File: config.mk
export PLATFORM = sky130hd
export DESIGN_NAME = gamma_frame_gate
export DESIGN_NICKNAME = d
export VERILOG_FILES = /design/src/logic/gamma_cfg_pkg.sv /design/src/logic/gamma_pix_pkg.sv /design/src/logic/gamma_frame_gate.sv
export SDC_FILE = /design/constraint.sdc
export NUM_CORES = 1
export LEC_CHECK = 0
export BUFFER_PORTS_ARGS = -buffer_cell sky130_fd_sc_hd__buf_2
export CAP_MARGIN = 25
export CORE_AREA = 4 4 41 43
export DETAILED_ROUTE_END_ITERATION = 16
export DIE_AREA = 0 0 45 47
export GPL_ROUTABILITY_DRIVEN = 0
export HOLD_SLACK_MARGIN = 0.1
export PLACE_DENSITY_LB_ADDON = 0.12
export SLEW_MARGIN = 40
export SYNTH_ARGS = -nofsm -noshare
export SYNTH_HDL_FRONTEND = slang
export SYNTH_SLANG_ARGS = --single-unit
File: constraint.sdc
create_clock -name rst -period 0.9 [get_ports rst]
set_input_delay 0.09 -clock rst [delete_from_list [all_inputs] [get_ports rst]]
set_output_delay 0.09 -clock rst [all_outputs]
set_load 0.01 [all_outputs]
File: src/logic/gamma_cfg_pkg.sv
// gamma configuration definitions
// register map, mode word and table entry/write port layouts
`default_nettype none

package gamma_cfg_pkg;

    typedef enum logic [1:0] {
        REG_CTRL      = 2'd0,                   // mode word, soft trigger
        REG_ADDR_DATA = 2'd1                    // table address or table data
    } gamma_reg_e;

    typedef struct packed {
        logic       trig;                       // soft trigger, pulse only
        logic       repet;                      // pass every frame
        logic       en;                         // block enable
        logic       unused;
        logic [1:0] bayer;                      // colour of first pixel
    } gamma_mode_t;

    // diff[7] selects scaled format, diff[6:0] value
    typedef struct packed {
        logic [7:0] diff;
        logic [9:0] base;                       // 2 bits more than output
    } table_word_t;

    localparam int TABLE_ADDR_W  = 10;          // {color, pixel high byte}
    localparam int ADDR_FLAG_BIT = 20;          // set: address write

    typedef struct packed {
        logic                    we;
        logic [TABLE_ADDR_W-1:0] addr;
        table_word_t             data;
    } table_wr_t;

endpackage

`default_nettype wire

File: src/logic/gamma_pix_pkg.sv
// gamma pixel stream definitions
// input and output pixel buses, pipeline latency
`default_nettype none

package gamma_pix_pkg;

    typedef struct packed {
        logic        hact;                      // line active
        logic        sof;                       // start of frame, one cycle
        logic        eof;                       // end of frame
        logic [15:0] data;                      // raw sensor pixel
    } pix_in_t;

    typedef struct packed {
        logic       hact;
        logic       sof;                        // gated sof
        logic       eof;
        logic [7:0] data;                       // gamma corrected pixel
    } pix_out_t;

    // input to output latency in clock cycles
    localparam int PIPE_DEPTH = 5;

endpackage

`default_nettype wire

File: src/logic/gamma_frame_gate.sv
// frame gate
// passes sof only when enabled and in repeat mode or with a pending trigger
`timescale 1ns/1ps
`default_nettype none

module gamma_frame_gate
    import gamma_cfg_pkg::*;
    import gamma_pix_pkg::*;
(
    input  logic        rst,                    // clock
    input  logic        mclk,                   // async reset, active high
    input  pix_in_t     pix,
    input  gamma_mode_t mode,
    input  logic        trig_in,                // external trigger pulse
    input  logic        soft_trig,              // trigger from control write
    output logic        sof_pass,
    output logic        frame_run               // sof_pass until eof
);

    logic trig;
    logic vblank;                               // from sof to first hact
    logic pend_trig;                            // trigger waiting for next sof

    assign trig = trig_in || soft_trig;

    // combinational, same cycle as the input sof
    assign sof_pass = pix.sof && mode.en && (pend_trig || mode.repet);

    always_ff @(posedge rst or posedge mclk) begin
        if (mclk) begin
            vblank    <= 1'b0;
            pend_trig <= 1'b0;
            frame_run <= 1'b0;
        end else begin
            vblank    <= pix.sof || (vblank && !pix.hact);
            // trigger inside vblank is too late for this frame, dropped
            pend_trig <= (trig && !vblank) || (pend_trig && !pix.sof);
            frame_run <= sof_pass || (frame_run && !pix.eof);
        end
    end

endmodule

`default_nettype wire

==> impl_metrics.ini <==
[placed_design]
place_worst_setup_slack_ns = 0.0242
portBuffers = 10
dpl-instance-area_um2 = 194

[run_status]
outcome = complete, but fails checks
failed_checks = setup timing

[worst_setup_path]
data_arrival_at_the_endpoint_of_the_critical_path_ns = 0.98
timing.critical_path.required_ns = 0.81
worst-path-max-fanout = 2
crit_path_max_incr_delay_ns = 0.37
start_kind = register
crit_type = reg2out
reg2reg_depth = 2
worst_path_max_delay_cell = dfrtp_1
critPathCaptureType = primary output
path_cells = o211a_1, buf_2

[cells_and_area]
antenna_diode_count = 0
fin_area_um2 = 240
final_nets = 58
syn2layout_area_growth_pct = 92.0
layout-drive-gt1-share = 0.464

[clock_tree]
clockBufferDepth = 2
cts.reportedPaths.clkPinSlew_ns = 0.04
worstSkewPairLatency_ns = 0.23
root_buffer = clkbuf_4
htree_num_levels = 1
clock_tree_from_tritoncts = yes
cts.repair_timing.setup_buffer_count = 0
clock_sink_count = 3
cts-buffers-inserted = 3
post_cts_resize_count = 0

[sta]
post-route-worst-setup-slack_ns = -0.166
finalWorstPathRequiredPeriod_ns = 1.07
max_freq_mhz = 938
fin_tns_setup_ns = -0.166
finalHoldViolations = 0
final.setup_skew_ns = 0.00227
rsz0062_at_grt = yes
max_slew_margin = 0.913
worst_slew_pin_slew_ns = 0.131
final_hold_slack_ns = 0.117
pins_over_their_slew_limit = 0
finalSetupViolCount = 1
post-route-period-util = 1.18

[floorplan]
die_extent_in_x_um = 45
die_area_mm2 = 0.00212
io_pins = 31
initial_utilization = 0.0962
floorplan.rows = 13
design.core.area_mm2 = 0.00130
chipHeight_um = 47

[routing]
drt-pass1-iter-count = 3
detail_route.drc_violations = 0
finalWirelength_um = 377
routed_via_density = 2.93
dr.first_iter.drc_count = 5
via_count = 126
wire_per_inst_um = 8.77
number_of_antenna_violating_nets_in_the_routed_design = 0

[power]
totalPowerFinal_uw = 450
power_density_cells_mw_per_mm2 = 1870
power_leakage_nw = 0.149
peakVddDrop_mv = 0.744

[grt]
antenna_found_initial = 0
maximum_number_of_pins_on_one_net_before_global_route_repair = 4
groute.layer.met1.usage = 0.0479
grt_overflow = 0
grt_pass1_wl_um = 586
vias_in_the_first_global_route = 143
globalRouteMet2Util = 0.0480
globalRoute.busiestLayer = met3
groute.layer.met3.usage = 0.0575
track_usage = 0.0467

[synthesis]
synth.ff_latch_count = 3
synth.cell_area_um2 = 125
syn_nets = 41
synth_sequential_area_ratio = 0.600
syn_area_per_cell_um2 = 10.4
yosys.cell_types.count = 6
syn-instance-count = 12
synth-warning-count = 0

[flow_run]
max_cap_violations = 0

[hold_path]
hold_path_depth = 3
worstHoldPathType = in2reg
-- worst max-delay path, delay by kind of cell, from the launching register on --
| kind | cells | cell delay [ns] |
|---|---|---|
| AOI/OAI and AO/OA | 1 | 0.23 |
| buffers and inverters | 1 | 0.15 |
| DFF | 1 | 0.37 |
-- where the power goes --
part	leakage (nW)	internal [mW]	switching (mW)
registers	0.0355	0.148	0.00635
logic	0.0984	0.0334	0.0228
clock network	0.0150	0.166	0.0731
-- synth_stat cells --
library cell / number / area (um^2)
a21o_1: 2 / 15.0
dfrtp_1: 3 / 75.1
inv_1: 4 / 15.0
nor2_1: 1 / 3.75
o211a_1: 1 / 10.0
o22ai_1: 1 / 6.26
-- layout by cell type (no fill, tap or decap) --
cell type | Yosys | routed
nor2_1 | 1 | 1
dfrtp_1 | 3 | 3
a21o_1 | 2 | 2
o22ai_1 | 1 | 1
clkbuf_4 | 0 | 3
dlygate4sd3_1 | 0 | 2
o211a_1 | 1 | 1
inv_1 | 4 | 4
clkbuf_1 | 0 | 1
buf_2 | 0 | 10
-- state kept, by name, summed over array words and instances (netlist names) --
signal and cells:
pend_trig 1, frame_run 1, vblank 1
-- cell type report --
| class | count | area (um^2) |
|---|---|---|
| repair buffers | 12 | 70.1 |
| clock buffers | 4 | 26.3 |
| multi-input cells | 5 | 35.0 |
| inverters | 4 | 15.0 |
| well taps | 15 | 18.8 |
| flip-flops and latches | 3 | 75.1 |
| fillers | 160 | 1060 |
-- per-stage QoR --
| stage | util | instances |
|---|---|---|
| 2_1_floorplan | - | 12 |
| 3_3_place_gp | 0.149 | 37 |
| 3_5_place_dp | 0.149 | 37 |
| 4_1_cts | 0.185 | 43 |
| 5_1_grt | 0.185 | 43 |
| 6_report | 0.185 | 43 |
-- worst paths after layout --
kind / startpoint / end / slack, ns
worst min-delay path: soft_trig / pend_trig$_DFF_PP0_ / 0.12
max in group asynchronous: mclk / frame_run$_DFF_PP0_ / 0.50
worst max register to register: pend_trig$_DFF_PP0_ / frame_run$_DFF_PP0_ / 0.04
worst min register to register: vblank$_DFF_PP0_ / pend_trig$_DFF_PP0_ / 0.46
worst max-delay path: pend_trig$_DFF_PP0_ / sof_pass / -0.17
min in group asynchronous: mclk / pend_trig$_DFF_PP0_ / 0.27
-- per-layer routing --
metal / share of wire / wire (um)
met4: 0 / 0
met1: 0.47 / 176
met3: 0.21 / 81
met5: 0 / 0
met2: 0.32 / 119
-- cell families (layout without fill, tap and decap cells) --
kind of cell,after synthesis,count (layout),share of synthesized area
buffers and inverters,4,20,0.120
AO/OA/AOI/OAI,4,4,0.250
flip-flops,3,3,0.600
AND/OR/NAND/NOR,1,1,0.0300
-- what timing repair did --
item,CTS,global route
pin swaps,1,0
hold buffers,2,0
setup endpoints to repair,1,2
gates cloned,0,0
hold endpoints to repair,5,0
(Power assumes the default switching activity.)
