**src/logic/gamma_cfg_pkg.sv**
```systemverilog
// gamma configuration definitions
// register map, mode word and table entry/write port layouts
`default_nettype none

package gamma_cfg_pkg;

    typedef enum logic [1:0] {
        REG_CTRL      = 2'd0,                   // mode word, soft trigger
        REG_ADDR_DATA = 2'd1                    // table address or table data
    } gamma_reg_e;

    typedef struct packed {
        logic       trig;                       // soft trigger, pulse only
        logic       repet;                      // pass every frame
        logic       en;                         // block enable
        logic       unused;
        logic [1:0] bayer;                      // colour of first pixel
    } gamma_mode_t;

    // diff[7] selects scaled format, diff[6:0] value
    typedef struct packed {
        logic [7:0] diff;
        logic [9:0] base;                       // 2 bits more than output
    } table_word_t;

    localparam int TABLE_ADDR_W  = 10;          // {color, pixel high byte}
    localparam int ADDR_FLAG_BIT = 20;          // set: address write

    typedef struct packed {
        logic                    we;
        logic [TABLE_ADDR_W-1:0] addr;
        table_word_t             data;
    } table_wr_t;

endpackage

`default_nettype wire

```
**src/logic/gamma_regs.sv**
```systemverilog
// gamma register block
// decodes parallel writes into mode, table address counter and table writes
`timescale 1ns/1ps
`default_nettype none

module gamma_regs
    import gamma_cfg_pkg::*;
(
    input  logic        rst,                    // clock
    input  logic        mclk,                   // async reset, active high
    input  logic        cmd_we,                 // one-cycle write strobe
    input  gamma_reg_e  cmd_addr,
    input  logic [31:0] cmd_data,
    output gamma_mode_t mode,
    output table_wr_t   table_wr,
    output logic        soft_trig               // one-cycle pulse
);

    logic                    set_ctrl;
    logic                    set_taddr;
    logic                    set_tdata;
    logic [TABLE_ADDR_W-1:0] taddr;             // auto-incrementing table pointer
    gamma_mode_t             mode_raw;
    gamma_mode_t             mode_nxt;
    logic                    wr_we;
    logic [TABLE_ADDR_W-1:0] wr_addr;
    table_word_t             wr_data;

    assign set_ctrl  = cmd_we && (cmd_addr == REG_CTRL);
    assign set_taddr = cmd_we && (cmd_addr == REG_ADDR_DATA) && cmd_data[ADDR_FLAG_BIT];
    assign set_tdata = cmd_we && (cmd_addr == REG_ADDR_DATA) && !cmd_data[ADDR_FLAG_BIT];

    always_comb begin
        mode_raw      = gamma_mode_t'(cmd_data[$bits(gamma_mode_t)-1:0]);
        mode_nxt      = mode_raw;
        mode_nxt.trig = 1'b0;                   // trig is never held
    end

    always_ff @(posedge rst or posedge mclk) begin
        if (mclk) begin
            mode      <= '0;
            taddr     <= '0;
            wr_we     <= 1'b0;
            soft_trig <= 1'b0;
        end else begin
            if (set_ctrl) mode <= mode_nxt;
            if (set_taddr) taddr <= cmd_data[TABLE_ADDR_W-1:0];
            else if (set_tdata) taddr <= taddr + TABLE_ADDR_W'(1); // next entry
            wr_we     <= set_tdata;
            soft_trig <= set_ctrl && mode_raw.trig;
        end
    end

    // write address and data, sampled with the strobe
    always_ff @(posedge rst) begin
        if (set_tdata) begin
            wr_addr <= taddr;
            wr_data <= table_word_t'(cmd_data[$bits(table_word_t)-1:0]);
        end
    end

    assign table_wr = '{we: wr_we, addr: wr_addr, data: wr_data};

endmodule

`default_nettype wire

```
**config.mk**
```make
export PLATFORM = sky130hd
export DESIGN_NAME = gamma_regs
export DESIGN_NICKNAME = d
export VERILOG_FILES = /design/src/logic/gamma_cfg_pkg.sv /design/src/logic/gamma_regs.sv
export SDC_FILE = /design/constraint.sdc
export NUM_CORES = 1
export LEC_CHECK = 0
export ABC_AREA = 1
export BUFFER_PORTS_ARGS = -buffer_cell sky130_fd_sc_hd__buf_2
export CORE_ASPECT_RATIO = 1.1
export CORE_UTILIZATION = 25
export CTS_CLUSTER_SIZE = 14
export DETAILED_ROUTE_END_ITERATION = 12
export GPL_TIMING_DRIVEN = 1
export PLACE_DENSITY = 0.56
export SKIP_CTS_REPAIR_TIMING = 1
export SYNTH_ARGS = -nofsm -noshare
export SYNTH_HDL_FRONTEND = slang
export SYNTH_SLANG_ARGS = --single-unit
export TNS_END_PERCENT = 5
```
**constraint.sdc**
```tcl
create_clock -name rst -period 2.35 [get_ports rst]
set_clock_uncertainty 0.05 [all_clocks]
set_input_delay 0.1175 -clock rst [delete_from_list [all_inputs] [get_ports rst]]
set_output_delay 0.1175 -clock rst [all_outputs]
set_load 0.01 [all_outputs]
```
==> run metrics <==
register share of total power=a little under 60%; Place WS=0.8164 ns; Initial Util=26.42%; failing checks=hold timing; maxcap violations=0; HP Class=in2reg; CP startpoint kind=register; Period minus WS final=~1.3 ns; Seq. cell area=0.001266 mm2; CP endpoint=taddr[4]; Routed Antenna Nets=0; H-tree Lvls=2; Peak VDD IR=0.2716 mV; reg2reg setup slack=1.05 ns; Top FF cell, synth=edfxtp_1; Routed Wire Length=3660 um; synthesized cell area=roughly 0.0018 mm2; FF-to-FF End=taddr[4]; clock slew at reported path FFs=0.09 ns; crit-path max FO=6; Seq/Total Area, Yosys=a little under three quarters; global-route wire length before repair=5692 um; Hold Slack=-0.001723 ns; Remaining DRCs=0; Design Power=around 1.7 mW; number of port buffers=58; die footprint=0.007433 mm2; worst slew pin tran=just over 0.7 ns; DRT iter0 DRCs=between 40 and 50; final hold violation count=1; number of fill cells=698; DR vias/cell=4.151; kind of capture point of the worst setup path=register; number of flops mapped to enable cells by yosys=28; Synth Register Bits=45; R2R Path Start=taddr[0]; Logic pwr share=13.4%; unrepaired setup endpoints after global routing=false; Antenna diodes=0; PwrDens=696.6 mW/mm2; Ys Warns=0; Critical path buffers and inverters=1; nets@finish=266; Root Driver=clkbuf_8; TritonCTS clock tree=yes; routability cong.=0.6795; FMAX=slightly below 0.8 GHz; most frequent CP cell=nand2_1; pin count of the biggest net entering global routing=38; Slew Limit Fails=0; Worst Reg-to-Reg Cells=7; Clock Tree Buf Depth=2; Sw Share=26.39%; status=complete, but fails checks; setup_tns=0 ns; Final Cycle Share=55.38%; FP Rows=31; Die Ht=roughly 90 um; Core Box Area=0.006710 mm2; Slew headroom=51.44%; endpoints failing setup=0; synth unique cells=17; Worst path top cell family by delay=flip-flops; Worst Path Required=approximately 2.5 ns; worst stage delay on the critical path=approximately 0.43 ns; share of layout cells above drive strength 1=30.57%; Gate Count Post-Synth=148; 1st-pass router iterations=4; cell depth of the worst setup path=7; Mapped Avg Cell Area=11.98 um2; Critical Path AT=about 1.4 ns; area of the multi-input gates=roughly 420 um2; vias in the first global route=1225; drt wl/cell=roughly 12 um; WS Path Type=reg2reg; Synth Net Count=186; via count=~1300; placed cell count=between 200 and 300; Worst-Skew Late Latency=0.30 ns; cell-internal power=1.232 mW; DIE WIDTH=between 80 and 90 um; Sw Pwr=between 0.4 and 0.5 mW; grt total ovfl=0; FFs w/ async S/R, synth=37.78%; initial antenna violation count=0; I/O pin cnt=73; P&R area growth vs syn=35.50%; Critical-path top delay cell=dfrtp_1; GRT Overall Usage=10.42%; CP startpoint=taddr[0]; LEAKAGE=1.088 nW; crit-path cells=ha_1, nand2_1, inv_1, nand2_1, xnor2_1, nand2_1, nand2_1; Detailed Place HPWL=2458 um; final cell count without fillers=between 300 and 400; total CTS buffers=5; CTS sink cnt=45; Final WS setup=approximately 1.0 ns; clock share of power=~28%
[power by group through the flow]
stage	clock, mW	combinational, mW	sequential, mW
finish	0.470	0.224	0.980
global route	0.516	0.260	0.990
CTS	0.498	0.205	0.981
detailed placement	0	0.205	0.997
global placement	0	0.198	0.995
floorplan	0	0.117	0.998
[area by class of cell]
type / instances / share of cell area, %
sequential: 45 / 52.71
timing repair buffer: 77 / 19.90
multi-input combinational: 86 / 17.50
tap: 82 / 4.271
clock buffer: 5 / 2.865
inverter: 13 / 2.031
clock inverter: 3 / 0.7292
[cells by family after synthesis]
| group | after synthesis | synth area share, % |
|---|---|---|
| fa+ha+maj | 1 | 0.7056 |
| other cells | 1 | 0.2115 |
| compound gates | 6 | 2.399 |
| simple gates | 76 | 19.41 |
| xor+xnor | 2 | 0.9882 |
| buf+inv | 17 | 4.869 |
| flops | 45 | 71.42 |
[layer usage]
metal	track usage (%)	part of all wire [%]
met5	0	0
met4	4.386	1.6
met3	3.939	7.6
met2	16.18	46
met1	12.71	44
[cell usage after synthesis (2+ instances only)]
library cell / count / share of area (%)
nand2_1: 45 / 9.5
edfxtp_1: 28 / 47
nand3_1: 20 / 5.6
dfrtp_1: 17 / 24
inv_1: 13 / 2.8
nor2_1: 6 / 1.3
a22oi_1: 5 / 2.1
buf_4: 2 / 0.85
buf_6: 2 / 1.3
nor2_4: 2 / 1.3
xnor2_1: 2 / 0.99
[flip-flops by register name, indices dropped and copies added (netlist names)]
| name | flops |
|---|---|
| table_wr | 18 |
| taddr | 10 |
| wr_addr | 10 |
| mode | 5 |
| soft_trig | 1 |
| wr_we | 1 |
[placed cells by master, fill, tap and decap left out]
cell type | synthesis | final
nor2_2 | 1 | 1
nand2_1 | 45 | 45
nand3_4 | 1 | 1
o21ai_0 | 1 | 1
conb_1 | 1 | 1
nand3_1 | 20 | 20
buf_2 | 0 | 58
edfxtp_1 | 28 | 28
xnor2_1 | 2 | 2
nor2_4 | 2 | 2
clkinv_4 | 0 | 1
nand4_1 | 1 | 1
ha_1 | 1 | 1
nor2_1 | 6 | 6
dlygate4sd3_1 | 0 | 18
inv_1 | 13 | 13
clkinv_2 | 0 | 1
clkinv_1 | 0 | 1
a22oi_1 | 5 | 5
clkbuf_8 | 0 | 5
buf_4 | 2 | 1
dfrtp_1 | 17 | 17
[metrics by stage]
| stage | area [um2] | utilization (%) |
|---|---|---|
| finish | 2402 | 35.80 |
| global route | 2402 | 35.80 |
| CTS | 2222 | 33.12 |
| detailed placement | 2136 | 31.83 |
| global placement | 2136 | 31.83 |
| floorplan | 1773 | - |
[how the worst min path moves through the flow]
stage                      from     endpoint  slack [ns]  cells after the start
floorplan                  mclk      mode[0]      -0.006                      1
global placement           mclk    soft_trig        0.23                      2
detailed placement         mclk     taddr[9]        0.24                      2
CTS                        mclk      mode[4]       -0.09                      2
global route        cmd_data[4]  table_wr[4]        0.02                      1
finish              cmd_data[4]  table_wr[4]      -0.002                      1
(Power assumes the default switching activity.)
