File: src/logic/gamma_cfg_pkg.sv
// gamma configuration definitions
// register map, mode word and table entry/write port layouts
`default_nettype none

package gamma_cfg_pkg;

    typedef enum logic [1:0] {
        REG_CTRL      = 2'd0,                   // mode word, soft trigger
        REG_ADDR_DATA = 2'd1                    // table address or table data
    } gamma_reg_e;

    typedef struct packed {
        logic       trig;                       // soft trigger, pulse only
        logic       repet;                      // pass every frame
        logic       en;                         // block enable
        logic       unused;
        logic [1:0] bayer;                      // colour of first pixel
    } gamma_mode_t;

    // diff[7] selects scaled format, diff[6:0] value
    typedef struct packed {
        logic [7:0] diff;
        logic [9:0] base;                       // 2 bits more than output
    } table_word_t;

    localparam int TABLE_ADDR_W  = 10;          // {color, pixel high byte}
    localparam int ADDR_FLAG_BIT = 20;          // set: address write

    typedef struct packed {
        logic                    we;
        logic [TABLE_ADDR_W-1:0] addr;
        table_word_t             data;
    } table_wr_t;

endpackage

`default_nettype wire

File: src/logic/bayer_color_tracker.sv
// bayer colour tracker
// gives the colour of the current pixel, used as the table page
`timescale 1ns/1ps
`default_nettype none

module bayer_color_tracker
    import gamma_cfg_pkg::*;
(
    input  logic        rst,                    // clock
    input  logic        mclk,                   // async reset, active high
    input  logic        hact,
    input  logic        frame_run,
    input  gamma_mode_t mode,
    output logic [1:0]  color
);

    logic       in_run;                         // first hact of the run seen
    logic       hact_q;
    logic [1:0] color_q;                        // colour of previous pixel
    logic       b0_lat;                         // bayer[0] at start of run

    always_comb begin
        if (!in_run || !frame_run) color = mode.bayer; // outside a run or first pixel
        else if (hact && hact_q) color = {color_q[1], ~color_q[0]};
        else if (hact) color = {~color_q[1], b0_lat}; // new line
        else color = color_q;                   // hold between lines
    end

    always_ff @(posedge rst or posedge mclk) begin
        if (mclk) begin
            in_run  <= 1'b0;
            hact_q  <= 1'b0;
            color_q <= '0;
            b0_lat  <= 1'b0;
        end else begin
            in_run  <= frame_run && (in_run || hact);
            hact_q  <= hact;
            color_q <= color;
            if (!in_run) b0_lat <= mode.bayer[0];
        end
    end

endmodule

`default_nettype wire

File: config.mk
export PLATFORM = sky130hd
export DESIGN_NAME = bayer_color_tracker
export DESIGN_NICKNAME = d
export VERILOG_FILES = /design/src/logic/gamma_cfg_pkg.sv /design/src/logic/bayer_color_tracker.sv
export SDC_FILE = /design/constraint.sdc
export NUM_CORES = 1
export LEC_CHECK = 0
export BUFFER_PORTS_ARGS = -buffer_cell sky130_fd_sc_hd__buf_4
export CAP_MARGIN = 20
export CELL_PAD_IN_SITES_DETAIL_PLACEMENT = 2
export CELL_PAD_IN_SITES_GLOBAL_PLACEMENT = 2
export CORE_AREA = 2 2 39 41
export DETAILED_ROUTE_END_ITERATION = 8
export DIE_AREA = 0 0 41 43
export PLACE_DENSITY = 0.6
export SKIP_CTS_REPAIR_TIMING = 1
export SYNTH_ARGS = -nofsm -noshare
export SYNTH_HDL_FRONTEND = slang
export SYNTH_SLANG_ARGS = --single-unit
File: constraint.sdc
create_clock -name rst -period 1.6 [get_ports rst]
set_input_delay 0.32 -clock rst [delete_from_list [all_inputs] [get_ports rst]]
set_output_delay 0.32 -clock rst [all_outputs]
set_load 0.01 [all_outputs]
==> results.yml, run 1 <==
finish:
  fin_area_um2: 335.3
  drive_above_1_share_pct: 48.39
  n_antenna_cell: 0
  area_growth_pct: 56.73
  nNetsFinal: 42
floorplanning:
  dieArea_mm2: 0.001763
  rows: 14
  coreArea_mm2: 0.001384
  boundaryPins: 12
  die_w_um: 41
  die_h_um: 43
  start_util_pct: 15.46
synth:
  synth-compound-area-share_pct: 18.13
  ys_top_cells_by_area: "dfrtp_1, mux2_2, and2b_2"
  syn-cell-area_um2: 214.0
  ys_ff_latch: 5
  yosysTopAreaCellShare_pct: 58.48
  ys_types: 14
  synth_top_family_by_area: "compound AO/OA/AOI/OAI gates"
  synthArstFlopShare_pct: 100.0
  syn_inst: 18
  synthFlopType: "dfrtp_1"
  yosys.area.top_type: "dfrtp_1"
  ys_seq_area_share_pct: 58.48
  avgSynthCellArea_um2: 11.89
  ys_warn_count: 0
  synth_fp_nets: 28
  synthMostInstantiatedCell: "dfrtp_1"
  synth_edf_count: 0
  synth_fa_ha_area_share_pct: 0
  synth_mux_area_share_pct: 5.263
  synthSimpleGateAreaFrac_pct: 12.28
  synth-xor-area-share_pct: 4.094
cts:
  cts_buffer_depth: 2
  clk_pin_slew_worst_paths_ns: 0.05
  insertion_delay_ns: 0.24
  cts_max_level: 1
  cts_root_buffer: "clkbuf_4"
  cts.sinks: 5
  numCtsBuffers: 3
  cts_tree: "done"
outcome:
  status: "complete, no violations"
timing:
  worst_pin_slew_ns: 0.2200
  fin_tns_setup_ns: 0
  report.final.slew_viol_count: 0
  timing.fmax_mhz: 637.7
  setup-violations-final: 0
  holdWs_ns: 0.2272
  fin_crit_sh_pct: 98.01
  finalCriticalPeriod_ns: 1.568
  skew_ns: 0.003911
  finalHoldViolCount: 0
  relSlewSlack_pct: 85.32
  rsz0062_at_grt: "true"
job:
  max_cap_viol_count: 0
place:
  gp_congestion: 0.7339
  placed_area_um2: 286.5
  portBuffers: 7
global_routing:
  grt_overflow: 0
  grt_first_pass_wirelength_um: 986
  grt_use_total_pct: 8.669
  antenna_found_initial: 0
  grt_start_max_net_pins: 6
  grt_pass1_vias: 238
detailed_routing:
  drt_iter0_drc: 0
  drc: 0
  drt_pre_antenna_iters: 1
  routed_via_density: 3.872
  ant_nets: 0
  wl_per_cell_um: 11.79
  vias: 182
  wirelength_um: 554
power:
  finalPower_mw: 0.3431
  vdd_drop_max_uv: 388.3
  intPower_mw: 0.2636
  seqPwrFrac_pct: 42.1
  power_switching_mw: 0.07948
  power_frac_clock_pct: 42.2
  p_sw_share_pct: 23.17
  cellLeakagePower_nw: 0.1520
  power_density_mw_per_mm2: 1023
  combPwrFrac_pct: 15.7
worst_setup_path:
  crit_path_end_kind: "output pin"
  crit_fanout: 3
  start_kind: "flop"
  required_ns: 1.28
  r2r_end: "color_q[1]$_DFF_PP0_"
  critPathKind: "flop to output pin"
  rr_worst_depth: 4
  arrival_ns: 1.25
  crit-reg2reg-launch: "hact_q$_DFF_PP0_"
  r2r_slack_ns: 0.50
hold_path:
  hold_path_class: "input port to flop"
  holdPathStages: 1
  worstHoldStart: "hact"
  hold_end: "hact_q$_DFF_PP0_"
-- cell type report --
type                       instances  area [µm²]
clock buffer                       4       26.28
sequential                         5       125.1
tap                               16       20.02
multi-input combinational         12       90.09
timing repair buffer               9       70.07
fill                             154        1049
inverter                           1       3.754
-- metrics by stage --
step           setup WS (ns)  util (%)  cells
5_1_grt             -0.05706     24.23     47
3_5_place_dp          0.1336     20.71     41
3_3_place_gp          0.1980     20.71     41
4_1_cts             -0.05975     22.60     45
6_report             0.03189     24.23     47
2_1_floorplan         0.3745         -     18
-- power groups by stage --
| stage | Clock (mW) | Sequential (mW) | Combinational, mW |
|---|---|---|---|
| after floorplan | 0 | 0.143 | 0.0242 |
| after global placement | 0 | 0.144 | 0.0439 |
| after detailed placement | 0 | 0.146 | 0.0466 |
| after CTS | 0.155 | 0.144 | 0.0469 |
| after global routing | 0.167 | 0.146 | 0.0598 |
| final | 0.145 | 0.144 | 0.0539 |
-- layout by cell type (no fill, tap or decap) --
master / count
inv_1: 1
and2b_2: 1
nor2_1: 1
a21boi_1: 1
buf_4: 8
dfrtp_1: 5
o22a_1: 1
clkbuf_1: 1
clkbuf_4: 3
o21a_1: 1
dlygate4sd3_1: 1
o21ai_0: 1
nand2b_1: 1
o21ai_1: 1
and2_4: 1
xnor2_1: 1
a21oi_2: 1
mux2_2: 1
-- worst max-delay path: stages (launching register included) --
cell	delay, ns
dfrtp_1	0.36
and2b_2	0.23
xnor2_1	0.13
a21oi_2	0.15
buf_4	0.14
-- metal layers --
layer / share of wire (%) / up-vias / global-route usage [%]
met5: 0 / - / 0
met4: 0 / 0 / 8.000
met3: 8.3 / 0 / 1.571
met2: 46 / 8 / 11.88
met1: 45 / 86 / 10.75
li1: - / 88 / -
-- worst max-delay path by stage --
stage / startpoint / end / slack (ns) / depth (start not counted)
after global routing: hact_q$_DFF_PP0_ / color[1] / -0.06 / 4
after CTS: hact_q$_DFF_PP0_ / color[1] / -0.06 / 4
final: hact_q$_DFF_PP0_ / color[1] / 0.03 / 4
after detailed placement: hact / color[1] / 0.13 / 5
after floorplan: hact_q$_DFF_PP0_ / color[1] / 0.37 / 3
after global placement: hact / color[1] / 0.20 / 5
-- kinds of logic after synthesis --
group | count (synthesis)
xor+xnor | 1
buf+inv | 1
simple gates | 4
compound gates | 6
flops | 5
mux | 1
-- registers in the layout (all words and copies together) (netlist names) --
signal / cells
b0_lat: 1
color_q: 2
hact_q: 1
in_run: 1
Power figures use the tool's default switching activity.
==> run 2: changes to the inputs <==
--- a/config.mk
+++ b/config.mk
@@ -5,6 +5,7 @@
 export SDC_FILE = /design/constraint.sdc
 export NUM_CORES = 1
 export LEC_CHECK = 0
+export ABC_AREA = 1
 export BUFFER_PORTS_ARGS = -buffer_cell sky130_fd_sc_hd__buf_4
 export CAP_MARGIN = 20
 export CELL_PAD_IN_SITES_DETAIL_PLACEMENT = 2
@@ -12,7 +13,7 @@
 export CORE_AREA = 2 2 39 41
 export DETAILED_ROUTE_END_ITERATION = 8
 export DIE_AREA = 0 0 41 43
-export PLACE_DENSITY = 0.6
+export PLACE_DENSITY = 0.66
 export SKIP_CTS_REPAIR_TIMING = 1
 export SYNTH_ARGS = -nofsm -noshare
 export SYNTH_HDL_FRONTEND = slang
==> results.yml, run 2 <==
outcome:
  status: "complete, no violations"
synth:
  ys_types: 8
  synth_mux_area_share_pct: 4.945
  synthMostInstantiatedCell: "nand2_1"
  synthFlopType: "dfrtp_1"
  syn_inst: 27
  ys_ff_latch: 5
  avgSynthCellArea_um2: 8.434
  synth_fp_nets: 37
  ys_warn_count: 0
  ys_top_cells_by_area: "dfrtp_1, nand2_1, nand3_1"
  yosys-top-cells-count: "nand2_1, dfrtp_1, inv_1, nand3_1, nor2_1"
  yosys.area.top_type: "dfrtp_1"
  yosysTopAreaCellShare_pct: 54.95
  syn-cell-area_um2: 227.7
  synth_edf_count: 0
  synth-xor-area-share_pct: 0
  synth-compound-area-share_pct: 4.945
  synth_top_family_by_area: "simple AND/OR/NAND/NOR gates"
  synthArstFlopShare_pct: 100.0
  ys_seq_area_share_pct: 54.95
  synthSimpleGateAreaFrac_pct: 26.92
  synth_fa_ha_area_share_pct: 0
timing:
  relSlewSlack_pct: 87.60
  setup-violations-final: 0
  timing.fmax_mhz: 673.1
  finalCriticalPeriod_ns: 1.486
  fin_tns_setup_ns: 0
  holdWs_ns: 0.2342
  fin_crit_sh_pct: 92.85
  worst_pin_slew_ns: 0.1857
  skew_ns: 0.003684
  report.final.slew_viol_count: 0
  setup_ws_ns: 0.1144
  finalHoldViolCount: 0
power:
  power_density_mw_per_mm2: 1027
  vdd_drop_max_uv: 407.0
  finalPower_mw: 0.3483
  cellLeakagePower_nw: 0.1843
finish:
  drive_above_1_share_pct: 35.90
  n_antenna_cell: 0
  finalCoreUtilization_pct: 24.50
  largest_reg_flops: 2
  instances_no_fill: 55
  area_growth_pct: 48.90
  layout_common_cells: "nand2_1, buf_4, dfrtp_1"
  regMostFlops: "color_q"
  fin_area_um2: 339.1
  nNetsFinal: 50
cts:
  numCtsBuffers: 3
  cts_tree: "done"
  cts_root_buffer: "clkbuf_4"
  insertion_delay_ns: 0.25
  cts.sinks: 5
  cts_max_level: 1
  cts_buffer_depth: 2
  clk_pin_slew_worst_paths_ns: 0.04
place:
  place.detailed.hpwl_um: 452.1
  dp_cells: 50
  placed_area_um2: 300.3
  dp_slack_ns: 0.2926
  portBuffers: 7
  gp_congestion: 0.7024
floorplanning:
  dieArea_mm2: 0.001763
  start_util_pct: 16.46
  rows: 14
  coreArea_mm2: 0.001384
  die_w_um: 41
  die_h_um: 43
  boundaryPins: 12
worst_setup_path:
  crit_buf_inv: 2
  slowest_delay_ns: 0.39
  cp_slowest_cell: "dfrtp_1"
  crit_start: "in_run$_DFF_PP0_"
  start_kind: "flop"
  worstPathCellList: "nand2_2 > inv_1 > nand2_1 > nor2_1 > nor2_1 > buf_4"
  crit_top_cell: "nor2_1"
  crit-reg2reg-launch: "in_run$_DFF_PP0_"
  cp_top_family: "flip-flops"
  critPathKind: "flop to output pin"
  crit_path_end_kind: "output pin"
  arrival_ns: 1.17
  required_ns: 1.28
  crit_fanout: 3
detailed_routing:
  wl_per_cell_um: 10.29
  ant_nets: 0
  drt_iter0_drc: 0
  routed_via_density: 4.073
  drt_pre_antenna_iters: 1
  wirelength_um: 566
  vias: 224
  drc: 0
global_routing:
  antenna_found_initial: 0
  grt_pass1_vias: 263
  grt_start_max_net_pins: 7
  grt_overflow: 0
  grt_use_total_pct: 9.990
  grt_first_pass_wirelength_um: 1069
job:
  max_cap_viol_count: 0
hold_path:
  worstHoldStart: "hact"
  hold_path_class: "input port to flop"
==> run 2: changes by cell type after synthesis, moves of 2 or more <==
cell	delta
inv_1	+3
nand2_1	+8
nand3_1	+4
nor2_1	+2
==> run 2: kinds of logic after synthesis <==
group / after synthesis
and+or+nand+nor: 15
DFF: 5
buffers and inverters: 5
AOI/OAI and AO/OA: 1
muxes: 1
==> run 2: worst paths after layout <==
check | to | slack, ns | depth (start not counted)
max | color[0] | 0.11 | 6
min | hact_q$_DFF_PP0_ | 0.23 | 1
max reg2reg | color_q[0]$_DFF_PP0_ | 0.74 | 5
min reg2reg | in_run$_DFF_PP0_ | 0.53 | 2
max in group asynchronous | color_q[0]$_DFF_PP0_ | 0.90 | 3
min in group asynchronous | color_q[1]$_DFF_PP0_ | 0.53 | 3
==> run 2: area by class of cell <==
cell class | instances | area [µm²]
inverter | 5 | 18.77
fill | 170 | 1045
sequential | 5 | 125.1
timing repair buffer | 8 | 62.56
tap | 16 | 20.02
multi-input combinational | 17 | 86.33
clock buffer | 4 | 26.28
==> run 2: report_power, final <==
group          switching, mW  total (mW)  leakage, nW  internal (mW)
Combinational         0.0260      0.0546        0.110         0.0286
Sequential           0.00726       0.146       0.0588          0.139
Clock                 0.0533       0.148       0.0150         0.0944
Total                 0.0865       0.348        0.184          0.262
==> run 2: per-layer routing <==
layer | up-vias | wire (µm) | global-route usage, %
met5 | - | 0 | 0
met4 | 0 | 7 | 10.00
met3 | 2 | 40 | 6.283
met2 | 6 | 326 | 14.06
met1 | 110 | 192 | 8.824
li1 | 106 | - | -
==> run 3: changes to the inputs <==
--- a/config.mk
+++ b/config.mk
@@ -13,7 +13,7 @@
 export CORE_AREA = 2 2 39 41
 export DETAILED_ROUTE_END_ITERATION = 8
 export DIE_AREA = 0 0 41 43
-export PLACE_DENSITY = 0.66
+export PLACE_DENSITY = 0.68
 export SKIP_CTS_REPAIR_TIMING = 1
 export SYNTH_ARGS = -nofsm -noshare
 export SYNTH_HDL_FRONTEND = slang
==> constraint.sdc (replaced) <==
create_clock -name rst -period 1.2 [get_ports rst]
set_input_delay 0.24 -clock rst [delete_from_list [all_inputs] [get_ports rst]]
set_output_delay 0.24 -clock rst [all_outputs]
set_load 0.01 [all_outputs]
==> results.yml, run 3 (synthesized netlist as in run 2, its figures left out) <==
outcome:
  status: "complete, but fails checks"
  violations: "negative setup slack"
global_routing:
  antenna_found_initial: 0
  grt_use_total_pct: 7.786
  grt_start_max_net_pins: 7
  grt_overflow: 0
  grt_pass1_vias: 218
  grt_first_pass_wirelength_um: 848
floorplanning:
  start_util_pct: 16.46
  rows: 14
  boundaryPins: 12
  die_h_um: 43
  die_w_um: 41
  dieArea_mm2: 0.001763
  coreArea_mm2: 0.001384
cts:
  clk_pin_slew_worst_paths_ns: 0.05
  cts_tree: "done"
  cts_buffer_depth: 2
  cts_max_level: 1
  cts_root_buffer: "clkbuf_4"
  insertion_delay_ns: 0.24
  numCtsBuffers: 3
  cts.sinks: 5
finish:
  area_growth_pct: 67.03
  largest_reg_flops: 2
  layout_commonest_cell: "buf_4"
  fillerInstances: 167
  instances_no_fill: 58
  n_antenna_cell: 0
  drive_above_1_share_pct: 52.38
  layout_common_cells: "buf_4, nand2_1, dfrtp_1"
  nNetsFinal: 53
  regMostFlops: "color_q"
  seqCellArea_um2: 125.1
  multiInputGateArea_um2: 101.3
detailed_routing:
  vias: 224
  drc: 0
  routed_via_density: 3.862
  wl_per_cell_um: 9.448
  ant_nets: 0
  drt_iter0_drc: 5
  drt_pre_antenna_iters: 2
  wirelength_um: 548
timing:
  worst_pin_slew_ns: 0.1942
  report.final.slew_viol_count: 0
  finalHoldViolCount: 0
  relSlewSlack_pct: 87.04
  holdWs_ns: 0.1661
  finalCriticalPeriod_ns: 1.396
  setup_ws_ns: -0.1956
  rsz0062_at_grt: "true"
  fin_crit_sh_pct: 116.3
  fin_tns_setup_ns: -0.3774
  skew_ns: 0.002021
  setup-violations-final: 2
  timing.fmax_mhz: 716.5
worst_setup_path:
  r2r_slack_ns: 0.30
  rr_worst_depth: 5
  arrival_ns: 1.16
  crit_fanout: 3
  crit_start: "hact_q$_DFF_PP0_"
  critPathKind: "flop to output pin"
  start_kind: "flop"
  crit-reg2reg-launch: "hact_q$_DFF_PP0_"
  required_ns: 0.96
  crit_path_end_kind: "output pin"
  endpoint: "color[0]"
  r2r_end: "color_q[1]$_DFF_PP0_"
place:
  place.detailed.hpwl_um: 415.7
  dp_cells: 51
  portBuffers: 7
  gp_congestion: 0.5902
power:
  cellLeakagePower_nw: 0.1994
  vdd_drop_max_uv: 495.7
  power_density_mw_per_mm2: 1272
hold_path:
  hold_path_class: "input port to flop"
job:
  max_cap_viol_count: 0
[run 3: worst max-delay path, stage by stage, from the launching register on]
cell     delay [ns]
dfrtp_1        0.41
inv_2          0.08
nand3_2        0.05
nand2_1        0.05
nor2_1         0.04
nor2_1         0.13
buf_4          0.14
[run 3: per-stage QoR]
step / instance area, µm² / total power [mW] / setup WS (ns) / util, %
final: 380.4 / 0.4837 / -0.1956 / 27.49
after global routing: 380.4 / 0.5187 / -0.2890 / 27.49
after CTS: 334.1 / 0.4771 / -0.2140 / 24.14
after detailed placement: 307.8 / 0.2691 / 0.06052 / 22.24
after global placement: 307.8 / 0.2677 / 0.05605 / 22.24
after floorplan: 227.7 / 0.2311 / 0.1784 / -
[run 3: layer usage]
metal	GRT usage (%)	up-vias	part of all wire (%)
li1	-	113	-
met5	0	-	0
met3	3.141	2	6.0
met4	8.000	0	2.6
met1	8.224	103	40
met2	10.63	6	51
[run 3: worst min path at each step]
stage          startpoint                    to  slack, ns  cells after the start
2_1_floorplan        mclk    b0_lat$_DFFE_PP0N_       0.02                      1
3_3_place_gp         mclk  color_q[1]$_DFF_PP0_       0.15                      2
3_5_place_dp         mclk  color_q[1]$_DFF_PP0_       0.16                      2
4_1_cts              mclk      hact_q$_DFF_PP0_      -0.11                      2
5_1_grt              hact      hact_q$_DFF_PP0_       0.16                      1
6_report             hact      hact_q$_DFF_PP0_       0.17                      1
[run 3: area by class of cell]
| type | count | area share, % |
|---|---|---|
| sequential | 5 | 32.89 |
| inverter | 5 | 4.934 |
| multi-input combinational | 17 | 26.64 |
| timing repair buffer | 11 | 23.36 |
| clock buffer | 4 | 6.908 |
| tap | 16 | 5.263 |
[run 3: power breakdown]
part	total [mW]	internal (mW)	switching, mW	leakage (nW)
clock network	0.200	0.126	0.0735	0.0150
registers	0.195	0.185	0.00995	0.0588
logic	0.0894	0.0499	0.0395	0.126
total	0.484	0.361	0.123	0.199
