## src/logic/gamma_cfg_pkg.sv

```systemverilog
// gamma configuration definitions
// register map, mode word and table entry/write port layouts
`default_nettype none

package gamma_cfg_pkg;

    typedef enum logic [1:0] {
        REG_CTRL      = 2'd0,                   // mode word, soft trigger
        REG_ADDR_DATA = 2'd1                    // table address or table data
    } gamma_reg_e;

    typedef struct packed {
        logic       trig;                       // soft trigger, pulse only
        logic       repet;                      // pass every frame
        logic       en;                         // block enable
        logic       unused;
        logic [1:0] bayer;                      // colour of first pixel
    } gamma_mode_t;

    // diff[7] selects scaled format, diff[6:0] value
    typedef struct packed {
        logic [7:0] diff;
        logic [9:0] base;                       // 2 bits more than output
    } table_word_t;

    localparam int TABLE_ADDR_W  = 10;          // {color, pixel high byte}
    localparam int ADDR_FLAG_BIT = 20;          // set: address write

    typedef struct packed {
        logic                    we;
        logic [TABLE_ADDR_W-1:0] addr;
        table_word_t             data;
    } table_wr_t;

endpackage

`default_nettype wire

```

## src/logic/gamma_pix_pkg.sv

```systemverilog
// gamma pixel stream definitions
// input and output pixel buses, pipeline latency
`default_nettype none

package gamma_pix_pkg;

    typedef struct packed {
        logic        hact;                      // line active
        logic        sof;                       // start of frame, one cycle
        logic        eof;                       // end of frame
        logic [15:0] data;                      // raw sensor pixel
    } pix_in_t;

    typedef struct packed {
        logic       hact;
        logic       sof;                        // gated sof
        logic       eof;
        logic [7:0] data;                       // gamma corrected pixel
    } pix_out_t;

    // input to output latency in clock cycles
    localparam int PIPE_DEPTH = 5;

endpackage

`default_nettype wire

```

## src/logic/gamma_interp.sv

```systemverilog
// gamma interpolator
// table lookup, piecewise-linear interpolation and 5-cycle sync alignment
`timescale 1ns/1ps
`default_nettype none

module gamma_interp
    import gamma_cfg_pkg::*;
    import gamma_pix_pkg::*;
(
    input  logic                    rst,        // clock
    input  logic                    mclk,       // async reset, active high
    input  pix_in_t                 pix,
    input  logic                    sof_pass,   // gated sof, replaces pix.sof
    input  logic [1:0]              color,
    input  table_word_t             rdata,      // 2 cycles after raddr
    output logic [TABLE_ADDR_W-1:0] raddr,
    output logic                    re,
    output pix_out_t                pix_out
);

    typedef struct packed {
        logic hact;
        logic sof;
        logic eof;
    } sync_t;

    logic [2:0][7:0]             lo_d;          // pixel low byte delay
    logic signed [10:0]          diff_q;        // decoded difference
    logic [9:0]                  base_q;
    logic [9:0]                  base_q2;
    logic signed [19:0]          prod;
    logic [10:0]                 mult_q;        // prod[17:7], lsb for rounding
    logic [9:0]                  sum;
    logic [7:0]                  data_q;
    sync_t [PIPE_DEPTH-1:0]      sync_d;

    // stage 1, page from colour, entry from high byte
    assign raddr = {color, pix.data[15:8]};
    assign re    = pix.hact;

    assign prod = diff_q * $signed({1'b0, lo_d[2]}); // signed x positive
    assign sum  = base_q2 + mult_q[10:1] + {9'd0, mult_q[0]}; // half up, wraps

    always_ff @(posedge rst) begin
        lo_d    <= {lo_d[1:0], pix.data[7:0]};
        // stage 3 decode, scaled or sign-extended
        diff_q  <= rdata.diff[7] ? {rdata.diff[6:0], 4'b0000}
                                 : {{4{rdata.diff[6]}}, rdata.diff[6:0]};
        base_q  <= rdata.base;
        // stage 4 multiply
        mult_q  <= prod[17:7];
        base_q2 <= base_q;
    end

    // stage 5 output register and sync delay line
    always_ff @(posedge rst or posedge mclk) begin
        if (mclk) begin
            data_q <= '0;
            sync_d <= '0;
        end else begin
            data_q <= sum[9:2];                 // drop 2 extra bits
            sync_d <= {sync_d[PIPE_DEPTH-2:0], sync_t'{pix.hact, sof_pass, pix.eof}};
        end
    end

    assign pix_out = '{hact: sync_d[PIPE_DEPTH-1].hact,
                       sof:  sync_d[PIPE_DEPTH-1].sof,
                       eof:  sync_d[PIPE_DEPTH-1].eof,
                       data: data_q};

endmodule

`default_nettype wire

```

## config.mk

```make
export PLATFORM = sky130hd
export DESIGN_NAME = gamma_interp
export DESIGN_NICKNAME = d
export VERILOG_FILES = /design/src/logic/gamma_cfg_pkg.sv /design/src/logic/gamma_pix_pkg.sv /design/src/logic/gamma_interp.sv
export SDC_FILE = /design/constraint.sdc
export NUM_CORES = 1
export LEC_CHECK = 0
export CORE_UTILIZATION = 25
export CTS_BUF_LIST = sky130_fd_sc_hd__clkbuf_8
export CTS_CLUSTER_SIZE = 20
export DETAILED_ROUTE_END_ITERATION = 16
export DONT_BUFFER_PORTS = 1
export PLACE_DENSITY = 0.41
export REMOVE_ABC_BUFFERS = 1
export SKIP_LAST_GASP = 1
export SLEW_MARGIN = 20
export SYNTH_ARGS = -nofsm -noshare
export SYNTH_HDL_FRONTEND = slang
export SYNTH_SLANG_ARGS = --single-unit
```

## constraint.sdc

```tcl
create_clock -name rst -period 5.57 [get_ports rst]
set_input_delay 0.557 -clock rst [delete_from_list [all_inputs] [get_ports rst]]
set_output_delay 0.557 -clock rst [all_outputs]
set_load 0.01 [all_outputs]
```

==> results.yml, run 1 <==
timing:
  timing.final.crit_period_ns: 4.49
  timing.fmax_ghz: 0.223
  rsz0062_at_grt: "false"
  fin_setup_tns_ns: 0
  slew-limit-headroom: 0.480
  setup_viol: 0
  fin_worst_skew_ns: 0.0140
  tightestPinTransition_ns: 0.779
  fin_crit_sh: 0.806
  drv_slew: 0
  fin_ws_ns: 1.08
  hold_viol_final: 0
synth:
  synth-seq-area-share: 0.354
  async_reset_ff_frac: 0.258
  syn_avg_cell_area_sq_um: 10.7
  yosys_register_bits: 89
  ys_types: 41
  yosys.area.top_type: "dfxtp_1"
  syn-instance-count: 501
  synth_ff_type: "dfxtp_1"
  synth_top_cell_area_share: 0.247
  syn_area_sq_mm: 0.00536
  synth_edf_count: 0
  yosysWarnings: 0
  yosys-top-cells-area: "dfxtp_1 (25%), fa_1 (25%), dfrtp_1 (11%)"
power_and_ir_drop:
  power_density_mw_per_mm2: 408
  leakage_nw: 2.75
  irDropWorstVdd_v: 0.000226
setup_path:
  worstPathCellList: "nand2_1, inv_1, fa_1, fa_1, fa_1, inv_1, fa_1, inv_1, ha_1, or2_2, a21oi_1, a31o_2, o2111ai_4, a21oi_2, xnor2_1"
  crit_arrival_ns: 4.78
  worst_path_max_delay_cell: "dfxtp_1"
  criticalPathCategory: "reg -> reg"
  reg2reg_to: "mult_q[10]"
  rrSetupSlack_ns: 1.08
  reg2reg_from: "lo_d[16]"
  slowest_delay_ns: 0.59
  cpMostUsedCell: "fa_1"
  cp_max_fo: 10
  critical_path.startpoint_type: "flip-flop"
  endpoint_kind: "flip-flop"
  required_ns: 5.86
  ff2ff_path_depth: 15
floorplanning:
  die-width_microns: 148
  rows: 53
  die-area_sq_mm: 0.0220
  coreArea_sq_mm: 0.0210
  start_util: 0.255
  io_pins: 64
  die_h_microns: 148
placement:
  dp_slack_ns: 1.06
  dp_hpwl_microns: 7210
  place_area_sq_mm: 0.00555
  place_congestion: 0.725
  io_buffer_count: 0
final_layout:
  fillers: 2204
  finalInstanceArea_sq_mm: 0.00575
  drive_gt1_frac: 0.0568
  antenna_cells: 0
  area_growth_pct: 7.26
  nets: 636
routing:
  vias: 2902
  via_per_inst: 3.78
  drc: 0
  drtAntennaViolNets: 0
  dr.pass1.iters: 4
  drtIter0Drc: 101
  wl_per_cell_microns: 11.3
  routed_wl_microns: 8710
clock_network:
  clock_latency_ns: 0.37
  ctsHtreeMaxLevel: 3
  cts-buffers-inserted: 9
  cts_root_buffer: "clkbuf_8"
  cts_resized: 0
  cts_sinks: 89
  clk_pin_slew_worst_paths_ns: 0.09
  cts_buffer_depth: 2
  postCtsSetupBuffers: 0
  cts_tree: "yes"
  post_cts_hold_buffer_count: 0
status:
  outcome: "complete, no violations"
grt:
  grt_max_degree: 24
  overflow: 0
  grt_usage: 0.0910
  grt_pass1_vias: 3170
  grt_pass1_wl_microns: 15500
  antenna_found_initial: 0
run:
  maxCapViolCount: 0
hold_path:
  hp-class: "in -> async"
critical path: cells and delay by family, from the launching register on:
family / cells / cell delay, ns
AND/OR/NAND/NOR: 2 / 0.51
AO/OA/AOI/OAI: 4 / 0.69
adder cells (fa/ha/maj): 5 / 2.29
XOR/XNOR: 1 / 0.12
buffers and inverters: 3 / 0.21
flip-flops: 1 / 0.59
final cells by class:
cell class	count	area [sq um]	share of cell area
sequential	89	1900	0.330
tap	275	344	0.0599
clock inverter	7	75.1	0.0131
multi-input combinational	289	2930	0.510
clock buffer	9	124	0.0216
inverter	99	374	0.0651
synth_stat cells, drive strengths merged, types with 2 or more instances:
cell and number:
xor2 7, inv 99, dfrtp 23, ha 40, a211oi 4, nor2b 6
a21o 2, fa 66, nand3 4, clkbuf 8, buf 16, nand2 54
a21oi 6, nor2 11, and2 44, and3 2, dfxtp 66, nand2b 3
xnor2 16, o21ai 5, mux2 2, nor3 5
how the worst max path moves through the flow:
stage               slack, ns    endpoint  depth (start not counted)      from
floorplan                1.40  mult_q[10]                         15  lo_d[16]
global placement         1.09  mult_q[10]                         15  lo_d[16]
detailed placement       1.06  mult_q[10]                         15  lo_d[16]
CTS                      1.04  mult_q[10]                         15  lo_d[16]
global route             0.80  mult_q[10]                         15  lo_d[16]
finish                   1.08  mult_q[10]                         15  lo_d[16]
metal layers:
layer  share of wire  global-route usage
met1            0.52               0.122
met2            0.42               0.135
met3           0.048              0.0337
met4           0.011              0.0263
met5               0                   0
report_power, final:
part / leakage (nW) / switching [mW] / internal (mW) / total (mW)
Sequential: 0.824 / 0.0672 / 0.758 / 0.825
Combinational: 1.83 / 0.593 / 0.508 / 1.10
Clock: 0.0959 / 0.246 / 0.174 / 0.420
through the flow:
stage	total power, mW	utilization	cells	hold slack (ns)
2_1_floorplan	1.74	-	477	0.310
3_3_place_gp	1.96	0.264	752	0.310
3_5_place_dp	1.97	0.264	752	0.312
4_1_cts	2.41	0.273	768	0.181
5_1_grt	2.61	0.273	768	0.163
6_report	2.35	0.273	768	0.215
state kept, by name (all words and copies together), names as in the netlist:
name / flops
pix_out: 3
mult_q: 11
data_q: 8
base_q: 10
lo_d: 24
diff_q: 11
sync_d: 12
base_q2: 10
cells by family after synthesis:
family                   share of synthesized area
buffers and inverters                       0.0986
AO/OA/AOI/OAI                               0.0420
AND/OR/NAND/NOR                              0.123
multiplexers                               0.00420
XOR/XNOR                                    0.0376
adder cells (fa/ha/maj)                      0.340
flip-flops                                   0.354
placed cells by master, fill, tap and decap left out, types with 2 or more instances in the layout:
cell type  count
inv_6          2
and2_1        43
a211oi_1       4
nor3_1         5
nor2_1        11
o21ai_0        2
dfrtp_1       23
and3_1         2
dfxtp_1       66
inv_1         98
xnor2_1       16
nand3_1        4
clkbuf_8       9
xor2_1         7
a21oi_1        5
nor2b_1        6
a21o_1         2
clkinv_8       2
nand2b_1       2
mux2_2         2
clkinv_4       2
o21ai_1        3
nand2_1       53
fa_1          66
ha_1          40
Note: power is estimated with default switching activity, not from simulation.
==> run 2, diff against run 1 <==
--- a/config.mk
+++ b/config.mk
@@ -5,6 +5,7 @@
 export SDC_FILE = /design/constraint.sdc
 export NUM_CORES = 1
 export LEC_CHECK = 0
+export ABC_AREA = 1
 export CORE_UTILIZATION = 25
 export CTS_BUF_LIST = sky130_fd_sc_hd__clkbuf_8
 export CTS_CLUSTER_SIZE = 20
==> constraint.sdc (replaced) <==
create_clock -name rst -period 4.6 [get_ports rst]
set_input_delay 0.46 -clock rst [delete_from_list [all_inputs] [get_ports rst]]
set_output_delay 0.46 -clock rst [all_outputs]
set_load 0.01 [all_outputs]
==> run 2 against run 1 <==
Against the previous run:
- sequential share of layout area is 2.6 points lower
- flip-flop and latch count is the same
- highest routed layer unchanged
- largest power group unchanged
- non-clock buffer count rose by 7
- fmax up 5.0%
- setup slack lost 0.76 ns
==> results.yml, run 2 <==
status:
  outcome: "complete, no violations"
final_layout:
  nets: 813
  final_common_cell: "inv_1"
  largest_register_ffs: 24
  final_cell_mix: "inv_1 (177), nand2_1 (166), fa_1 (65), dfxtp_1 (65), ha_1 (40)"
  drive_gt1_frac: 0.0552
  ff_latch_area_sq_mm: 0.00190
  fin_util: 0.275
  multi_input_area_sq_mm: 0.00307
  top_regs: "lo_d: 24 flops, sync_d: 12 flops"
  fin_cells: 955
  regMostFlops: "lo_d"
  antenna_cells: 0
  fillers: 2497
  area_growth_pct: 7.11
synth:
  synth_edf_count: 0
  yosys_register_bits: 89
  async_reset_ff_frac: 0.258
  ys_types: 30
  synth_top_cell_area_share: 0.227
  syn_area_sq_mm: 0.00582
  ys_top_cells_by_count: "inv_1 (177), nand2_1 (166), dfxtp_1 (66), fa_1 (66), ha_1 (40)"
  yosysWarnings: 0
  synth_ff_type: "dfxtp_1"
  yosys-top-cells-area: "dfxtp_1 (23%), fa_1 (23%), inv_1 (11%)"
  syn_avg_cell_area_sq_um: 8.58
  synth-seq-area-share: 0.326
  syn-instance-count: 679
  yosysMostFrequentCell: "inv_1"
  yosys.area.top_type: "dfxtp_1"
clock_network:
  postCtsSetupBuffers: 0
  cts_buffer_depth: 2
  post_cts_hold_buffer_count: 0
  ctsHtreeMaxLevel: 3
  cts_tree: "yes"
  cts_root_buffer: "clkbuf_8"
  cts-buffers-inserted: 9
  clock_latency_ns: 0.37
  cts_resized: 0
  clk_pin_slew_worst_paths_ns: 0.10
  cts_sinks: 89
setup_path:
  critPathBufInv: 3
  reg2reg_to: "mult_q[9]"
  critical_path.startpoint_type: "flip-flop"
  required_ns: 4.88
  criticalPathCategory: "reg -> reg"
  endpoint_kind: "flip-flop"
  reg2reg_from: "lo_d[21]"
  ff2ff_path_depth: 15
  path_delay_family: "adder cells"
  rrSetupSlack_ns: 0.33
  cp_max_fo: 11
  worstPathCellList: "nand2_1, fa_1, inv_1, fa_1, fa_1, inv_1, fa_1, inv_1, ha_1, a21oi_1, o21ai_0, a21oi_1, nand2_1, nand2_1, nand2_1"
  crit_arrival_ns: 4.55
  worst_path_max_delay_cell: "dfxtp_1"
  slowest_delay_ns: 0.58
floorplanning:
  die-area_sq_mm: 0.0239
  coreArea_sq_mm: 0.0227
  start_util: 0.256
  io_pins: 64
  die_h_microns: 155
  die-width_microns: 155
  rows: 55
routing:
  drtAntennaViolNets: 0
  top_layer: "met4"
  wl_met2_microns: 4610
  via_per_inst: 3.83
  dr.pass1.iters: 4
  drc: 0
  met3_length_microns: 369
  routed_wl_microns: 10700
  wl_per_cell_microns: 11.3
  wl_met1_microns: 5640
  drtIter0Drc: 184
  vias: 3656
grt:
  overflow: 0
  grt_max_degree: 24
  grt_usage: 0.0991
  grt_pass1_vias: 3811
  antenna_found_initial: 0
  grt_pass1_wl_microns: 18600
placement:
  io_buffer_count: 0
  dp.cells: 939
  place_congestion: 0.789
  dp_hpwl_microns: 8900
hold_path:
  min_to: "sync_d[1]"
  hp-class: "in -> reg"
  min_from: "sof_pass"
  hold_depth: 0
timing:
  timing.fmax_ghz: 0.234
  tightestPinTransition_ns: 0.841
  slew-limit-headroom: 0.439
  hold_viol_final: 0
  fin_crit_sh: 0.929
  setup_viol: 0
  fin_setup_tns_ns: 0
  drv_slew: 0
  hold_slack_ns: 0.0980
  fin_worst_skew_ns: 0.0109
  rsz0062_at_grt: "false"
  timing.final.crit_period_ns: 4.27
power_and_ir_drop:
  leakage_nw: 3.49
  power_density_mw_per_mm2: 512
  finalPower_mw: 3.20
  irDropWorstVdd_v: 0.000170
run:
  maxCapViolCount: 0
run 2: cell count changes in the layout (fill, tap and decap cells not counted), moves of 12 or more:
cell     before  now
and2_1       43    0
xnor2_1      16    3
inv_1        98  177
nand3_1       4   16
nand2_1      53  166
run 2: layout make-up:
type                            instances  area share
Sequential cell                        89       0.304
Tap cell                              285      0.0572
Inverter                              177       0.107
Clock buffer                            9      0.0199
Multi-Input combinational cell        381       0.492
Timing Repair Buffer                    7     0.00843
Clock inverter                          7      0.0114
run 2: worst register-to-register path, stage by stage, from the launching register on:
cell	delay, ns
dfxtp_1	0.58
nand2_1	0.14
fa_1	0.55
inv_1	0.05
fa_1	0.46
fa_1	0.54
inv_1	0.05
fa_1	0.52
inv_1	0.04
ha_1	0.36
a21oi_1	0.34
o21ai_0	0.19
a21oi_1	0.20
nand2_1	0.07
nand2_1	0.05
nand2_1	0.04
run 2: layer usage:
layer / up-vias / track usage
met5: - / 0
met2: 65 / 0.155
li1: 1926 / -
met3: 12 / 0.0275
met4: 0 / 0.0288
met1: 1653 / 0.133
run 2: cell families after synthesis:
logic type	count (synthesis)	synth area share
compound gates	38	0.0372
flops	89	0.326
fa+ha+maj	106	0.313
simple gates	224	0.157
xor+xnor	13	0.0196
buf+inv	209	0.147
run 2: where the power goes:
part	total (mW)	leakage, nW	internal (mW)	switching, mW
clock	0.532	0.0926	0.211	0.321
combinational	1.67	2.57	0.644	1.02
sequential	0.996	0.825	0.915	0.0810
run 2: through the flow:
stage	area, sq um	setup slack (ns)
3_5_place_dp	6040	0.140
3_3_place_gp	6040	0.168
2_1_floorplan	5630	0.585
5_1_grt	6240	0.0284
6_report	6240	0.327
4_1_cts	6230	0.126
run 2: worst max path at each step:
stage               startpoint   endpoint  depth (start not counted)
finish                lo_d[21]  mult_q[9]                         15
global route          lo_d[21]  mult_q[9]                         15
CTS                   lo_d[16]  mult_q[9]                         15
detailed placement    lo_d[16]  mult_q[9]                         15
global placement      lo_d[16]  mult_q[9]                         15
floorplan             lo_d[16]  mult_q[9]                         15
==> run 3, diff against run 2 <==
--- a/config.mk
+++ b/config.mk
@@ -5,10 +5,9 @@
 export SDC_FILE = /design/constraint.sdc
 export NUM_CORES = 1
 export LEC_CHECK = 0
-export ABC_AREA = 1
+export ABC_AREA = 0
 export CORE_UTILIZATION = 25
 export CTS_BUF_LIST = sky130_fd_sc_hd__clkbuf_8
-export CTS_CLUSTER_SIZE = 20
 export DETAILED_ROUTE_END_ITERATION = 16
 export DONT_BUFFER_PORTS = 1
 export PLACE_DENSITY = 0.41
==> run 3 against run 2 <==
Against the previous run:
- fmax fell by 1.6%
- clock skew rose by 0.0051 ns
- sequential power barely moved
- final cell count fell by 19%
- die area fell by 7.9%
- critical path type unchanged
- largest cell class unchanged
- largest power group unchanged
==> results.yml, run 3 (synthesized netlist as in run 1, its figures left out) <==
status:
  outcome: "complete, no violations"
routing:
  drtIter0Drc: 68
  via_per_inst: 3.82
  dr.pass1.iters: 6
  routed_wl_microns: 8790
  drc: 0
  drtAntennaViolNets: 0
  vias: 2942
  wl_per_cell_microns: 11.4
timing:
  drv_slew: 0
  hold_viol_final: 0
  fin_setup_tns_ns: 0
  rsz0062_at_grt: "false"
  tightestPinTransition_ns: 0.789
  slew-limit-headroom: 0.474
  timing.fmax_ghz: 0.230
  fin_crit_sh: 0.944
  setup_viol: 0
  fin_worst_skew_ns: 0.0160
  timing.final.crit_period_ns: 4.34
setup_path:
  cp_max_fo: 8
  crit_arrival_ns: 4.64
  ff2ff_path_depth: 15
  criticalPathCategory: "reg -> reg"
  slowest_delay_ns: 0.55
  required_ns: 4.89
  worst_path_max_delay_cell: "fa_1"
  critical_path.startpoint_type: "flip-flop"
  endpoint_kind: "flip-flop"
  worstPathCellList: "nand2_1, fa_1, inv_1, fa_1, fa_1, inv_1, fa_1, inv_1, ha_1, or2_2, a21oi_1, a31o_2, o2111ai_4, a21oi_2, xnor2_1"
  cpMostUsedCell: "fa_1"
final_layout:
  largest_register_ffs: 24
  area_growth_pct: 8.39
  ff_latch_area_sq_mm: 0.00191
  antenna_cells: 0
  nets: 638
  drive_gt1_frac: 0.0808
  top_regs: "lo_d: 24 flops, sync_d: 12 flops"
  multi_input_area_sq_mm: 0.00293
  fin_cells: 770
  final_common_cell: "inv_1"
  final_cell_mix: "inv_1 (98), fa_1 (66), dfxtp_1 (56), nand2_1 (53), and2_1 (43)"
  fillers: 2211
  regMostFlops: "lo_d"
clock_network:
  cts-buffers-inserted: 9
  postCtsSetupBuffers: 0
  ctsHtreeMaxLevel: 3
  cts_buffer_depth: 2
  clk_pin_slew_worst_paths_ns: 0.10
  clock_latency_ns: 0.37
  cts_tree: "yes"
  cts_root_buffer: "clkbuf_8"
  cts_sinks: 89
grt:
  antenna_found_initial: 0
  grt_max_degree: 24
  overflow: 0
  grt_pass1_vias: 3263
  grt_usage: 0.0917
  grt_pass1_wl_microns: 15600
floorplanning:
  die-area_sq_mm: 0.0220
  die-width_microns: 148
  rows: 53
  io_pins: 64
  coreArea_sq_mm: 0.0210
  die_h_microns: 148
  start_util: 0.255
placement:
  dp_hpwl_microns: 7330
  place_congestion: 0.732
  io_buffer_count: 0
  dp.cells: 754
power_and_ir_drop:
  power_density_mw_per_mm2: 507
  leakage_nw: 2.78
  irDropWorstVdd_v: 0.000231
  finalPower_mw: 2.94
run:
  maxCapViolCount: 0
hold_path:
  hp-class: "in -> reg"
  hold_depth: 0
[run 3: cell count changes in the layout (fill, tap and decap cells not counted), sizes merged, moves of 7 or more]
cell	previous run	this run
nand2	176	54
inv	180	103
and2	0	44
xnor2	3	16
nand3	16	4
nor2	23	11
a21oi	16	6
o21ai	12	5
[run 3: what timing repair did]
action / CTS / global route
endpoints found under the hold margin: 0 / 0
setup endpoints to repair: 0 / 4
gates resized for setup: 0 / 10
hold buffers: 0 / 0
[run 3: area by class of cell]
cell class                 instances  area share
multi-input combinational        289       0.505
sequential                        89       0.329
inverter                          99      0.0644
tap                              275      0.0593
clock buffer                       9      0.0213
clock inverter                     7      0.0185
timing repair buffer               2     0.00259
[run 3: final timing paths]
path	slack, ns	from	endpoint
min in group asynchronous	0.13	mclk	sync_d[1]
min reg2reg	0.33	lo_d[10]	lo_d[18]
max in group asynchronous	3.98	mclk	data_q[7]
min	0.12	pix[3]	lo_d[3]
max	0.26	diff_q[6]	mult_q[10]
max reg2reg	0.26	diff_q[6]	mult_q[10]
[run 3: metrics by stage]
stage	worst slack [ns]	hold slack [ns]	cell area, sq um	utilization
5_1_grt	0.00508	0.0705	5810	0.276
3_3_place_gp	0.160	0.310	5560	0.265
3_5_place_dp	0.123	0.312	5560	0.265
4_1_cts	0.0989	0.0829	5790	0.276
2_1_floorplan	0.435	0.310	5200	-
6_report	0.256	0.115	5810	0.276
[run 3: critical path: cells and delay by family (launching register included)]
family / cells / cell delay [ns]
buffers and inverters: 3 / 0.14
AND/OR/NAND/NOR: 2 / 0.43
flip-flops: 1 / 0.50
AO/OA/AOI/OAI: 4 / 0.68
XOR/XNOR: 1 / 0.12
adder cells (fa/ha/maj): 5 / 2.39
[run 3: where the power goes]
part / internal (mW) / switching (mW) / total (mW)
Clock: 0.317 / 0.290 / 0.607
Combinational: 0.614 / 0.721 / 1.34
Sequential: 0.919 / 0.0801 / 0.999
Total: 1.85 / 1.09 / 2.94
[run 3: per-layer routing]
layer	up-vias	track usage	part of all wire
met1	1405	0.119	0.50
met3	6	0.0337	0.059
met2	64	0.141	0.43
met4	0	0.0289	0.010
met5	-	0	0
li1	1467	-	-
